$ cat src/core_sys_pkg.sv
//////////////////////////////////////////////////
// Core support shell definitions
// Widths, reset values, port structs and the
// scrambling key FSM encoding
//////////////////////////////////////////////////

package core_sys_pkg;

  //////////////////////////////////////////////////
  // Widths
  //////////////////////////////////////////////////

  localparam int unsigned NumRegs   = 32;
  localparam int unsigned RegAddrW  = 5;
  localparam int unsigned DataW     = 32;
  localparam int unsigned ScrKeyW   = 128;
  localparam int unsigned ScrNonceW = 64;

  typedef logic [RegAddrW-1:0]  reg_addr_t;
  typedef logic [DataW-1:0]     reg_data_t;
  typedef logic [ScrKeyW-1:0]   scr_key_t;
  typedef logic [ScrNonceW-1:0] scr_nonce_t;

  // Key material used until the first refresh
  localparam scr_key_t   ScrKeyDefault   = 128'h1d8a_6c03_f2b4_9e57_40c1_a8d6_35e9_7b2f;
  localparam scr_nonce_t ScrNonceDefault = 64'h9c4e_21b7_d05a_f368;

  //////////////////////////////////////////////////
  // Port structs
  //////////////////////////////////////////////////

  // Writeback from the core
  typedef struct packed {
    reg_addr_t waddr;
    reg_data_t wdata;
    logic      we;
    logic      fp_sel;
  } rf_wr_req_t;

  // Both read ports, each with its own bank select
  typedef struct packed {
    reg_addr_t raddr_a;
    reg_addr_t raddr_b;
    logic      fp_sel_a;
    logic      fp_sel_b;
  } rf_rd_req_t;

  typedef struct packed {
    reg_data_t rdata_a;
    reg_data_t rdata_b;
  } rf_rd_data_t;

  // Key and nonce for the cache RAMs
  typedef struct packed {
    scr_key_t   key;
    scr_nonce_t nonce;
  } scr_cfg_t;

  //////////////////////////////////////////////////
  // Key refresh FSM
  //////////////////////////////////////////////////

  typedef enum logic [0:0] {
    KeyReady,
    KeyWait
  } key_state_e;

endpackage

$ cat src/key_manager.sv
//////////////////////////////////////////////////
// Scrambling key manager
// Holds key and nonce for the cache RAMs and runs
// the request/valid refresh after an invalidate
//////////////////////////////////////////////////

`timescale 1ns/1ps

module key_manager (
  input  logic                     clk_i,
  input  logic                     rst_ni,
  input  logic                     icache_inval_i,
  input  logic                     scramble_key_valid_i,
  input  core_sys_pkg::scr_key_t   scramble_key_i,
  input  core_sys_pkg::scr_nonce_t scramble_nonce_i,
  output logic                     scramble_req_o,
  output logic                     key_valid_o,
  output core_sys_pkg::scr_cfg_t   scr_cfg_o
);

  import core_sys_pkg::*;

  key_state_e state_q;
  key_state_e state_d;
  scr_cfg_t   cfg_q;

  //////////////////////////////////////////////////
  // Refresh FSM
  //////////////////////////////////////////////////

  always_comb begin
    state_d = state_q;
    unique case (state_q)
      KeyReady: begin
        if (icache_inval_i) begin
          state_d = KeyWait;
        end
      end
      KeyWait: begin
        // Request stays up until the key source answers
        if (scramble_key_valid_i) begin
          state_d = KeyReady;
        end
      end
      default: state_d = KeyReady;
    endcase
  end

  always_ff @(posedge clk_i or negedge rst_ni) begin
    if (!rst_ni) begin
      state_q <= KeyReady;
    end else begin
      state_q <= state_d;
    end
  end

  assign scramble_req_o = (state_q == KeyWait);
  assign key_valid_o    = (state_q == KeyReady);

  //////////////////////////////////////////////////
  // Key storage
  //////////////////////////////////////////////////

  // Any strobe updates the key, even outside a request
  always_ff @(posedge clk_i or negedge rst_ni) begin
    if (!rst_ni) begin
      cfg_q.key   <= ScrKeyDefault;
      cfg_q.nonce <= ScrNonceDefault;
    end else if (scramble_key_valid_i) begin
      cfg_q.key   <= scramble_key_i;
      cfg_q.nonce <= scramble_nonce_i;
    end
  end

  assign scr_cfg_o = cfg_q;

  //////////////////////////////////////////////////
  // Assertions
  //////////////////////////////////////////////////

  a_req_valid_excl: assert property (
    @(posedge clk_i) disable iff (!rst_ni)
    !(scramble_req_o && key_valid_o)
  );

endmodule

$ cat config.mk
export PLATFORM = sky130hd
export DESIGN_NAME = key_manager
export DESIGN_NICKNAME = d
export VERILOG_FILES = /design/src/core_sys_pkg.sv /design/src/key_manager.sv
export SDC_FILE = /design/constraint.sdc
export NUM_CORES = 1
export LEC_CHECK = 0
export BUFFER_PORTS_ARGS = -buffer_cell sky130_fd_sc_hd__buf_2
export CAP_MARGIN = 20
export CORE_AREA = 2 2 152 154
export DETAILED_ROUTE_END_ITERATION = 10
export DIE_AREA = 0 0 154 156
export PLACE_DENSITY = 0.62
export SKIP_CTS_REPAIR_TIMING = 1
export SYNTH_ARGS = -nofsm -noshare
export SYNTH_HDL_FRONTEND = slang
export SYNTH_SLANG_ARGS = --single-unit
export TNS_END_PERCENT = 30
$ cat constraint.sdc
create_clock -name clk_i -period 1.2 [get_ports clk_i]
set_clock_uncertainty 0.2 [all_clocks]
set_input_delay 0.06 -clock clk_i [delete_from_list [all_inputs] [get_ports clk_i]]
set_output_delay 0.06 -clock clk_i [all_outputs]
set_load 0.05 [all_outputs]
=== Word-level counts from Yosys, hierarchy flattened ===
Cells that the tools add are included.

* Register bits after elaboration: 193
* Input port bits: 196
* Output and inout port bits: 194

* Muxes and demuxes: 3
* Bitwise logic cells: 1

{| class="wikitable"
|+ Operators by type and width
! kind !! number
|-
| $mux 1 || 2
|-
| $pmux 1 s2 || 1
|-
| $not 1->1 || 1
|}

=== Logic depth before layout (Yosys ltp) ===
Gate-level depths: netlist of run 1.

* Word-level depth: 2
* Gate-level depth with buffers: 3

=== Least setup slack after synthesis of run 1 ===
Ideal clock, no wire load.

* Path kind: register -> register
* Start point: register state_q, in the netlist scramble_req_o
* End point: register state_q, in the netlist scramble_req_o
* Setup time: 0.088 ns
* Data arrival time: 1.180 ns
* Required time: 0.912 ns
* Setup slack: -0.268 ns
* Cell stages (with the launch flop): 3
* Period minus slack after synthesis: 1.468 ns
* Path through: dfrtp_1 > inv_1 > o21ai_0

* Cells in the longest elaborated chain, start to end: 2

{| class="wikitable"
|+ Ends and longest elaborated chain
! item !! line !! text
|-
| start, declared || key_manager.sv:23 || <nowiki>key_state_e state_q;</nowiki>
|-
| start signal, assigned || key_manager.sv:51 || <nowiki>state_q <= KeyReady;</nowiki>
|-
| start signal, assigned || key_manager.sv:53 || <nowiki>state_q <= state_d;</nowiki>
|-
| $not 1->1 || n/a ||
|-
| via key_valid_o || key_manager.sv:17 || <nowiki>output logic key_valid_o,</nowiki>
|-
| $pmux 1 s2 || key_manager.sv:33 || <nowiki>unique case (state_q)</nowiki>
|-
| via state_d || key_manager.sv:24 || <nowiki>key_state_e state_d;</nowiki>
|}

The timed path passes the listed nets, and every way through them passes these cells.
A chain may end at the register's enable or synchronous reset.

=== Worst setup path after layout of run 1 ===
* Start point: register cfg_q (netlist bit scr_cfg_o[128])
* End point: output port scr_cfg_o[128] (netlist name)

{| class="wikitable"
|+ RTL lines
! item !! line !! text
|-
| start, declared || key_manager.sv:25 || <nowiki>scr_cfg_t cfg_q;</nowiki>
|-
| end, declared || key_manager.sv:18 || <nowiki>output core_sys_pkg::scr_cfg_t scr_cfg_o</nowiki>
|}

No word-level cell between the ends.

==> metrics.yaml, run 1 <==
run_status:
  status: "finished with violations"
  violations: "negative hold slack, negative setup slack"
worst_setup_path:
  critPathMaxFanout: 2
  worst-path-stages: 1
  cp_data_arrival_time_ps: 1160
  cp_slowest_cell: "dfstp_2"
  r2r-end: "scr_cfg_o[159]"
  cp_top_family: "flip-flops"
  end_kind: "output pin"
  required_ps: 940
  crit_end: "scr_cfg_o[128]"
  path_cells: "buf_8"
  slowest_delay_ps: 580
  reg2reg_from: "scr_cfg_o[159]"
  worstPathBufferInverterCount: 1
  r2r_slack_ps: 150
  startpoint: "scr_cfg_o[128]"
  reg2regPathDepth: 2
  crit_type: "register to output pin"
  setup.worst_path.start_class: "register"
final_layout:
  area_delta_synth_final_pct: 90.0
  drive_gt1_share_pct: 71.3
  nets: 1225
  num-fill-cells: 1527
  diodes: 0
  fin_area_um2: 14000
sta:
  rsz0062_at_grt: "yes"
  slew_viol_final: 0
  period_needed_ps: 1420
  fmax_mhz: 705
  worst_pin_slew_ps: 299
  timing.final.crit_share_pct: 118
  holdWs_ps: -131
  setup_violations: 205
  fin_ws_ps: -219
  worst_slew_margin_rel_pct: 80.1
  hold_viol: 11
  setup_tns_ps: -22220
detailed_routing:
  ant_nets: 0
  met1_length_mm: 8.87
  route.met2.wl_mm: 12.6
  drt-total-wl_mm: 23.6
  wl_met3_mm: 1.64
  num_vias: 5922
  initialDrtViolationCount: 180
  drt-pass1-iter-count: 4
  drcViolationCount: 0
  highest_layer: "met4"
  drt-vias-per-instance: 4.46
  wire_per_inst_um: 17.8
logic_synthesis:
  yosys.area.top_type: "dfstp_2"
  async_flop_share_pct: 100
  syn-cell-area_um2: 7340
  synth_edf_count: 0
  syn_area_per_cell_um2: 18.0
  synth.most_common_cell: "mux2_2"
  synth_area_leaders: "dfstp_2 (34%), dfrtp_1 (33%), mux2_2 (29%), buf_6 (2.6%), buf_4 (0.20%)"
  syn_nets: 605
  ys_seq_area_share_pct: 67.4
  synth-seq-cells: 193
  netlist.area_leader.share_pct: 34.3
  synth-main-ff-cell: "dfrtp_1"
  netlist_instances: 409
  ys_warn_count: 0
  synth.distinct_cells: 9
  synth_common_cells: "mux2_2 (192), dfrtp_1 (97), dfstp_2 (96)"
power:
  p_sw_mw: 6.68
  irDropWorstVdd_v: 0.000747
  sw_frac_of_total_pct: 33.8
  p_int_mw: 13.1
  clockPowerShare_pct: 28.0
  seq_power_share_pct: 40.3
  leakagePower_nw: 6.29
  p_comb_share_pct: 31.7
  power_density_nw_per_um2: 1420
  power_mw: 19.8
floorplan:
  die-area_um2: 24000
  initial_core_util_pct: 32.8
  die_w_um: 154
  fp.dieH_um: 156
  rows: 55
  boundaryPins: 390
  coreArea_um2: 22400
placement:
  numPortBuffers: 389
  gp_congestion: 0.756
  dp_hpwl_mm: 14.2
  place_ws_ps: 11.0
  placed_cell_area_um2: 9860
grt:
  grt_max_degree: 47
  grt_antenna_before_repair: 0
  grt_pass1_wl_mm: 28.3
  grt.overflow.total: 0
  grt_pass1_vias: 5320
  track_usage_pct: 15.1
clocking:
  path_clk_slew_ps: 80
  numCtsBuffers: 17
  ctsRootBufferMaster: "clkbuf_16"
  clk_latency_ps: 420
  cts-htree-levels: 4
  cts_tree: "yes"
  cts_sinks: 193
  max-clock-path-buffers: 2
run:
  cap_violations: 0
worst_hold_path:
  hold_class: "input port to async pin"
[metal layers]
| metal | GRT usage [%] | up-vias |
|---|---|---|
| li1 | - | 2682 |
| met3 | 5.78 | 38 |
| met5 | 0 | - |
| met2 | 26.4 | 250 |
| met4 | 4.98 | 0 |
| met1 | 16.8 | 2952 |
[power by group through the flow]
stage / clock, mW / combinational, mW / sequential [mW]
final: 5.55 / 6.27 / 7.98
after global routing: 6.03 / 6.49 / 8.07
after CTS: 5.76 / 4.67 / 7.72
after detailed placement: 0 / 4.67 / 7.82
after global placement: 0 / 4.63 / 7.81
after floorplan: 0 / 0.866 / 10.2
[sequential cells by signal, indices dropped and copies added (netlist names)]
| name | flops |
|---|---|
| scr_cfg_o | 192 |
| scramble_req_o | 1 |
[stage by stage]
| step | util [%] | cells |
|---|---|---|
| global route | 62.4 | 1327 |
| CTS | 46.6 | 1126 |
| detailed placement | 44.1 | 1094 |
| finish | 62.4 | 1327 |
| floorplan | - | 409 |
| global placement | 44.1 | 1094 |
[worst min-delay path by stage]
stage / startpoint / slack, ps / end / cells after the start
global placement: rst_ni / -240 / scr_cfg_o[47] / 1
floorplan: rst_ni / -440 / scr_cfg_o[0] / 0
CTS: rst_ni / -720 / scr_cfg_o[47] / 1
global route: rst_ni / -130 / scr_cfg_o[47] / 2
finish: rst_ni / -130 / scr_cfg_o[47] / 2
detailed placement: rst_ni / -250 / scr_cfg_o[47] / 1
[cells by family after synthesis]
| logic type | count (synthesis) | synth area share [%] |
|---|---|---|
| mux | 192 | 29.4 |
| simple gates | 1 | 0.0852 |
| flops | 193 | 67.4 |
| compound gates | 1 | 0.0681 |
| buf+inv | 22 | 3.00 |
[cells in the final DEF, fill, tap and decap left out]
cell type,count
buf_8,80
clkinv_4,1
buf_12,14
inv_8,3
mux2_2,192
o21ai_1,1
buf_6,116
buf_4,19
dfstp_2,96
dfrtp_2,1
clkbuf_1,1
clkbuf_8,2
dfrtp_1,96
buf_2,193
clkinvlp_4,2
nand2b_1,1
inv_6,7
dlygate4sd3_1,200
clkbuf_16,17
[final cells by class]
type / instances / area (um^2) / share of cell area, %
clock inverter: 12 / 111 / 0.798
timing repair buffer: 622 / 5900 / 42.3
sequential: 193 / 4950 / 35.5
tap: 285 / 357 / 2.56
clock buffer: 20 / 457 / 3.27
inverter: 1 / 7.51 / 0.0538
multi-input combinational: 194 / 2170 / 15.6
(Power assumes the default switching activity.)
==> run 2: changes to the inputs <==
--- a/config.mk
+++ b/config.mk
@@ -10,7 +10,6 @@
 export CORE_AREA = 2 2 152 154
 export DETAILED_ROUTE_END_ITERATION = 10
 export DIE_AREA = 0 0 154 156
-export PLACE_DENSITY = 0.62
 export SKIP_CTS_REPAIR_TIMING = 1
 export SYNTH_ARGS = -nofsm -noshare
 export SYNTH_HDL_FRONTEND = slang
==> run 2 against run 1 <==
  * The flow still finishes with violations (negative hold slack, negative setup slack)
  * Clock-buffer cell count is the same
  * Cell count shrank 1.2%
  * Die area is the same
  * Total power shrank 0.68%
  * Non-clock buffer count shrank 16
  * Utilization shrank 1.1 points
  * Global-route usage shrank 0.38 points
  * Fmax grew 1.8%
  * Combinational power shrank 2%
  * First-iteration DRC count shrank 13%
  * Register-to-register slack gained 20 ps
  * Highest routed layer unchanged
==> metrics.yaml, run 2 (synthesis results as in run 1) <==
run_status:
  status: "finished with violations"
  violations: "negative hold slack, negative setup slack"
final_layout:
  final_cell_mix: "dlygate4sd3_1 (195), buf_2 (193), mux2_2 (192)"
  area_delta_synth_final_pct: 86.7
  fin_area_um2: 13700
  mostFrequentLayoutCell: "dlygate4sd3_1"
  largest_reg_flops: 192
  num-fill-cells: 1586
  drive_gt1_share_pct: 71.4
  diodes: 0
  layout.area.seq_um2: 4950
  final_cells: 1311
  multi_input_area_um2: 2170
  final_util_pct: 61.3
  nets: 1209
detailed_routing:
  initialDrtViolationCount: 156
  ant_nets: 0
  drt-vias-per-instance: 4.46
  drcViolationCount: 0
  drt-pass1-iter-count: 4
  wire_per_inst_um: 17.4
  num_vias: 5850
  drt-total-wl_mm: 22.8
power:
  power_density_nw_per_um2: 1430
  p_comb_share_pct: 31.3
  seq_power_share_pct: 40.5
  irDropWorstVdd_v: 0.000868
  p_int_mw: 13.1
  leakagePower_nw: 6.18
  sw_frac_of_total_pct: 33.5
  p_sw_mw: 6.60
  power_mw: 19.7
  clockPowerShare_pct: 28.3
floorplan:
  die-area_um2: 24000
  coreArea_um2: 22400
  initial_core_util_pct: 32.8
  fp.dieH_um: 156
  rows: 55
  boundaryPins: 390
  die_w_um: 154
worst_setup_path:
  cp_data_arrival_time_ps: 1130
  cp_slowest_cell: "dfstp_2"
  slowest_delay_ps: 560
  end_kind: "output pin"
  path_cells: "buf_8"
  critPathMaxFanout: 2
  cp_top_family: "flip-flops"
  crit_type: "register to output pin"
  setup.worst_path.start_class: "register"
  worstPathBufferInverterCount: 1
  required_ps: 940
placement:
  place_ws_ps: -44.7
  placed_cell_area_um2: 9690
  dp_hpwl_mm: 13.8
  dp_cells: 1084
  numPortBuffers: 389
  gp_congestion: 0.763
clocking:
  cts_tree: "yes"
  path_clk_slew_ps: 80
  clk_latency_ps: 420
  numCtsBuffers: 17
  cts_sinks: 193
  cts-htree-levels: 4
  ctsRootBufferMaster: "clkbuf_16"
  max-clock-path-buffers: 2
sta:
  fin_ws_ps: -193
  fmax_mhz: 718
  holdWs_ps: -131
  setup_violations: 194
  worst_slew_margin_rel_pct: 81.2
  worst_pin_slew_ps: 282
  timing.final.crit_share_pct: 116
  hold_viol: 7
  slew_viol_final: 0
  period_needed_ps: 1390
  rsz0062_at_grt: "yes"
grt:
  grt_pass1_wl_mm: 27.8
  grt_max_degree: 48
  grt.overflow.total: 0
  grt_antenna_before_repair: 0
  track_usage_pct: 14.7
  grt_pass1_vias: 5222
worst_hold_path:
  hold_class: "input port to async pin"
run:
  cap_violations: 0
## run 2: area by class of cell
type / count / area share [%]
Multi-Input combinational cell: 194 / 15.9
Timing Repair Buffer: 606 / 41.1
Tap cell: 285 / 2.60
Clock inverter: 12 / 0.876
Clock buffer: 20 / 3.40
Inverter: 1 / 0.0548
Sequential cell: 193 / 36.1
## run 2: path summary, 6_finish.rpt
kind                                  endpoint  depth (start not counted)  slack (ps)                 start
worst min-delay path            scr_cfg_o[133]                          2        -130                rst_ni
min in group clk_i              scr_cfg_o[181]                          3          20  scramble_key_valid_i
worst min register to register  scr_cfg_o[104]                          1         330        scr_cfg_o[104]
worst max register to register  scr_cfg_o[110]                          1         170        scr_cfg_o[110]
max in group asynchronous        scr_cfg_o[51]                          3         310                rst_ni
worst max-delay path            scr_cfg_o[177]                          1        -190        scr_cfg_o[177]
## run 2: power groups by stage
| stage | combinational (mW) | clock, mW | sequential (mW) |
|---|---|---|---|
| finish | 6.15 | 5.56 | 7.96 |
| global route | 6.37 | 6.01 | 8.05 |
| CTS | 4.60 | 5.75 | 7.71 |
| detailed placement | 4.60 | 0 | 7.82 |
| global placement | 4.58 | 0 | 7.80 |
| floorplan | 0.866 | 0 | 10.2 |
## run 2: metrics by stage
step	setup TNS (ps)	hold slack (ps)
floorplan	-125	-436
global route	-28450	-130
global placement	-985	-242
CTS	-39060	-703
finish	-19660	-131
detailed placement	-1030	-245
## run 2: layer usage
| layer | wire length, um | track usage (%) | vias up |
|---|---|---|---|
| met5 | 0 | 0 | - |
| met2 | 12200 | 25.2 | 249 |
| li1 | - | - | 2657 |
| met4 | 550 | 5.34 | 0 |
| met3 | 1600 | 5.17 | 43 |
| met1 | 8430 | 17.0 | 2901 |
==> run 3: changes to the inputs <==
--- a/config.mk
+++ b/config.mk
@@ -10,6 +10,7 @@
 export CORE_AREA = 2 2 152 154
 export DETAILED_ROUTE_END_ITERATION = 10
 export DIE_AREA = 0 0 154 156
+export GPL_TIMING_DRIVEN = 0
 export SKIP_CTS_REPAIR_TIMING = 1
 export SYNTH_ARGS = -nofsm -noshare
 export SYNTH_HDL_FRONTEND = slang
==> run 3 against run 2 <==
  * The run still ends with negative hold slack, negative setup slack left
  * Sequential cell count unchanged
  * Die area unchanged
  * Sequential share of layout area fell by 0.076 points
  * Combinational power barely moved
  * Global-route usage grew 0.37 points
  * Critical path depth unchanged
  * Non-clock buffer count down 1
  * Register-to-register slack about the same
  * Routed wire length rose by 2.1%
  * Sequential power barely moved
  * Critical path type unchanged
  * Critical endpoint is now scr_cfg_o[3]
==> metrics.yaml, run 3 (synthesis results as in run 1) <==
sta:
  rsz0062_at_grt: "yes"
  holdWs_ps: -581
  timing.final.crit_share_pct: 117
  hold_viol: 116
  worst_slew_margin_rel_pct: 54.0
  slew_viol_final: 0
  period_needed_ps: 1410
  fin_ws_ps: -207
  setup_tns_ps: -29030
  fmax_mhz: 711
  worst_pin_slew_ps: 689
  setup_violations: 263
detailed_routing:
  num_vias: 5841
  drt-vias-per-instance: 4.46
  drcViolationCount: 0
  initialDrtViolationCount: 234
  drt-pass1-iter-count: 4
  ant_nets: 0
  wire_per_inst_um: 17.7
  drt-total-wl_mm: 23.3
run_status:
  violations: "negative hold slack, negative setup slack"
  status: "finished with violations"
worst_setup_path:
  critPathMaxFanout: 2
  setup.worst_path.start_class: "register"
  required_ps: 940
  end_kind: "output pin"
  slowest_delay_ps: 560
  path_cells: "buf_6"
  reg2regPathDepth: 2
  cp_top_family: "flip-flops"
  worst-path-stages: 1
  crit_type: "register to output pin"
  worstPathBufferInverterCount: 1
  cp_data_arrival_time_ps: 1150
  cp_slowest_cell: "dfstp_2"
clocking:
  path_clk_slew_ps: 80
  cts-htree-levels: 4
  ctsRootBufferMaster: "clkbuf_16"
  max-clock-path-buffers: 2
  cts_tree: "yes"
  clk_latency_ps: 420
  numCtsBuffers: 17
  cts_sinks: 193
floorplan:
  fp.dieH_um: 156
  initial_core_util_pct: 32.8
  coreArea_um2: 22400
  die_w_um: 154
  boundaryPins: 390
  rows: 55
  die-area_um2: 24000
final_layout:
  largest_reg_flops: 192
  nets: 1208
  mostFrequentLayoutCell: "buf_2"
  final_cell_mix: "buf_2 (195), dlygate4sd3_1 (194), mux2_2 (192)"
  area_delta_synth_final_pct: 87.1
  drive_gt1_share_pct: 71.2
placement:
  numPortBuffers: 388
  place_ws_ps: -102
  dp_hpwl_mm: 14.0
  gp_congestion: 0.779
run:
  cap_violations: 0
grt:
  grt_max_degree: 106
  grt_pass1_vias: 5113
  grt_pass1_wl_mm: 28.1
  grt_antenna_before_repair: 1
  grt.overflow.total: 0
  track_usage_pct: 15.0
power:
  irDropWorstVdd_v: 0.000931
  power_density_nw_per_um2: 1450
  leakagePower_nw: 6.17
  p_int_mw: 13.3
  p_comb_share_pct: 31.0
  power_mw: 19.9
  sw_frac_of_total_pct: 33.2
  seq_power_share_pct: 39.9
  clockPowerShare_pct: 29.0
  p_sw_mw: 6.61
worst_hold_path:
  hold_class: "input port to async pin"
## run 3: cell count changes in the layout (fill, tap and decap cells not counted), sizes merged
cell         change
bufinv           +2
clkinv           -8
clkinvlp         +4
diode            +1
dlygate4sd3      -1
inv              +2
## run 3: cell type report
cell class                      instances  area, um^2
Fill cell                            1609        8630
Antenna cell                            1        2.50
Buffer                                 21         216
Clock inverter                         12         153
Clock buffer                           20         437
Inverter                                1        7.51
Timing Repair Buffer                  584        5440
Sequential cell                       193        4950
Tap cell                              285         357
Multi-Input combinational cell        194        2170
## run 3: power by group through the flow
stage	logic, mW	registers, mW	clock network (mW)
5_1_grt	6.41	8.04	6.21
3_3_place_gp	4.56	7.78	0
4_1_cts	4.61	7.70	5.99
6_report	6.18	7.96	5.79
2_1_floorplan	0.866	10.2	0
3_5_place_dp	4.61	7.80	0
## run 3: routing by layer
metal / GRT usage, % / routed length, um / share of wire (%) / vias up
li1: - / - / - / 2650
met1: 17.8 / 8740 / 38 / 2907
met2: 25.8 / 12300 / 53 / 247
met3: 4.33 / 1650 / 7.1 / 37
met4: 6.23 / 587 / 2.5 / 0
met5: 0 / 0 / 0 / -
## run 3: final timing paths
kind                                       from             end  slack (ps)
max reg2reg                        scr_cfg_o[9]    scr_cfg_o[9]         160
min reg2reg                      scr_cfg_o[114]  scr_cfg_o[114]         330
min in group clk_i         scramble_key_valid_i  scr_cfg_o[172]          40
min                                      rst_ni  scr_cfg_o[101]        -580
max in group asynchronous                rst_ni  scr_cfg_o[130]         430
max                                scr_cfg_o[3]    scr_cfg_o[3]        -210
## run 3: through the flow
stage | instance area (um^2) | utilization (%) | instances
2_1_floorplan | 7350 | - | 409
3_3_place_gp | 9650 | 43.1 | 1082
3_5_place_dp | 9680 | 43.3 | 1083
4_1_cts | 10300 | 45.9 | 1115
5_1_grt | 13700 | 61.4 | 1311
6_report | 13700 | 61.4 | 1311
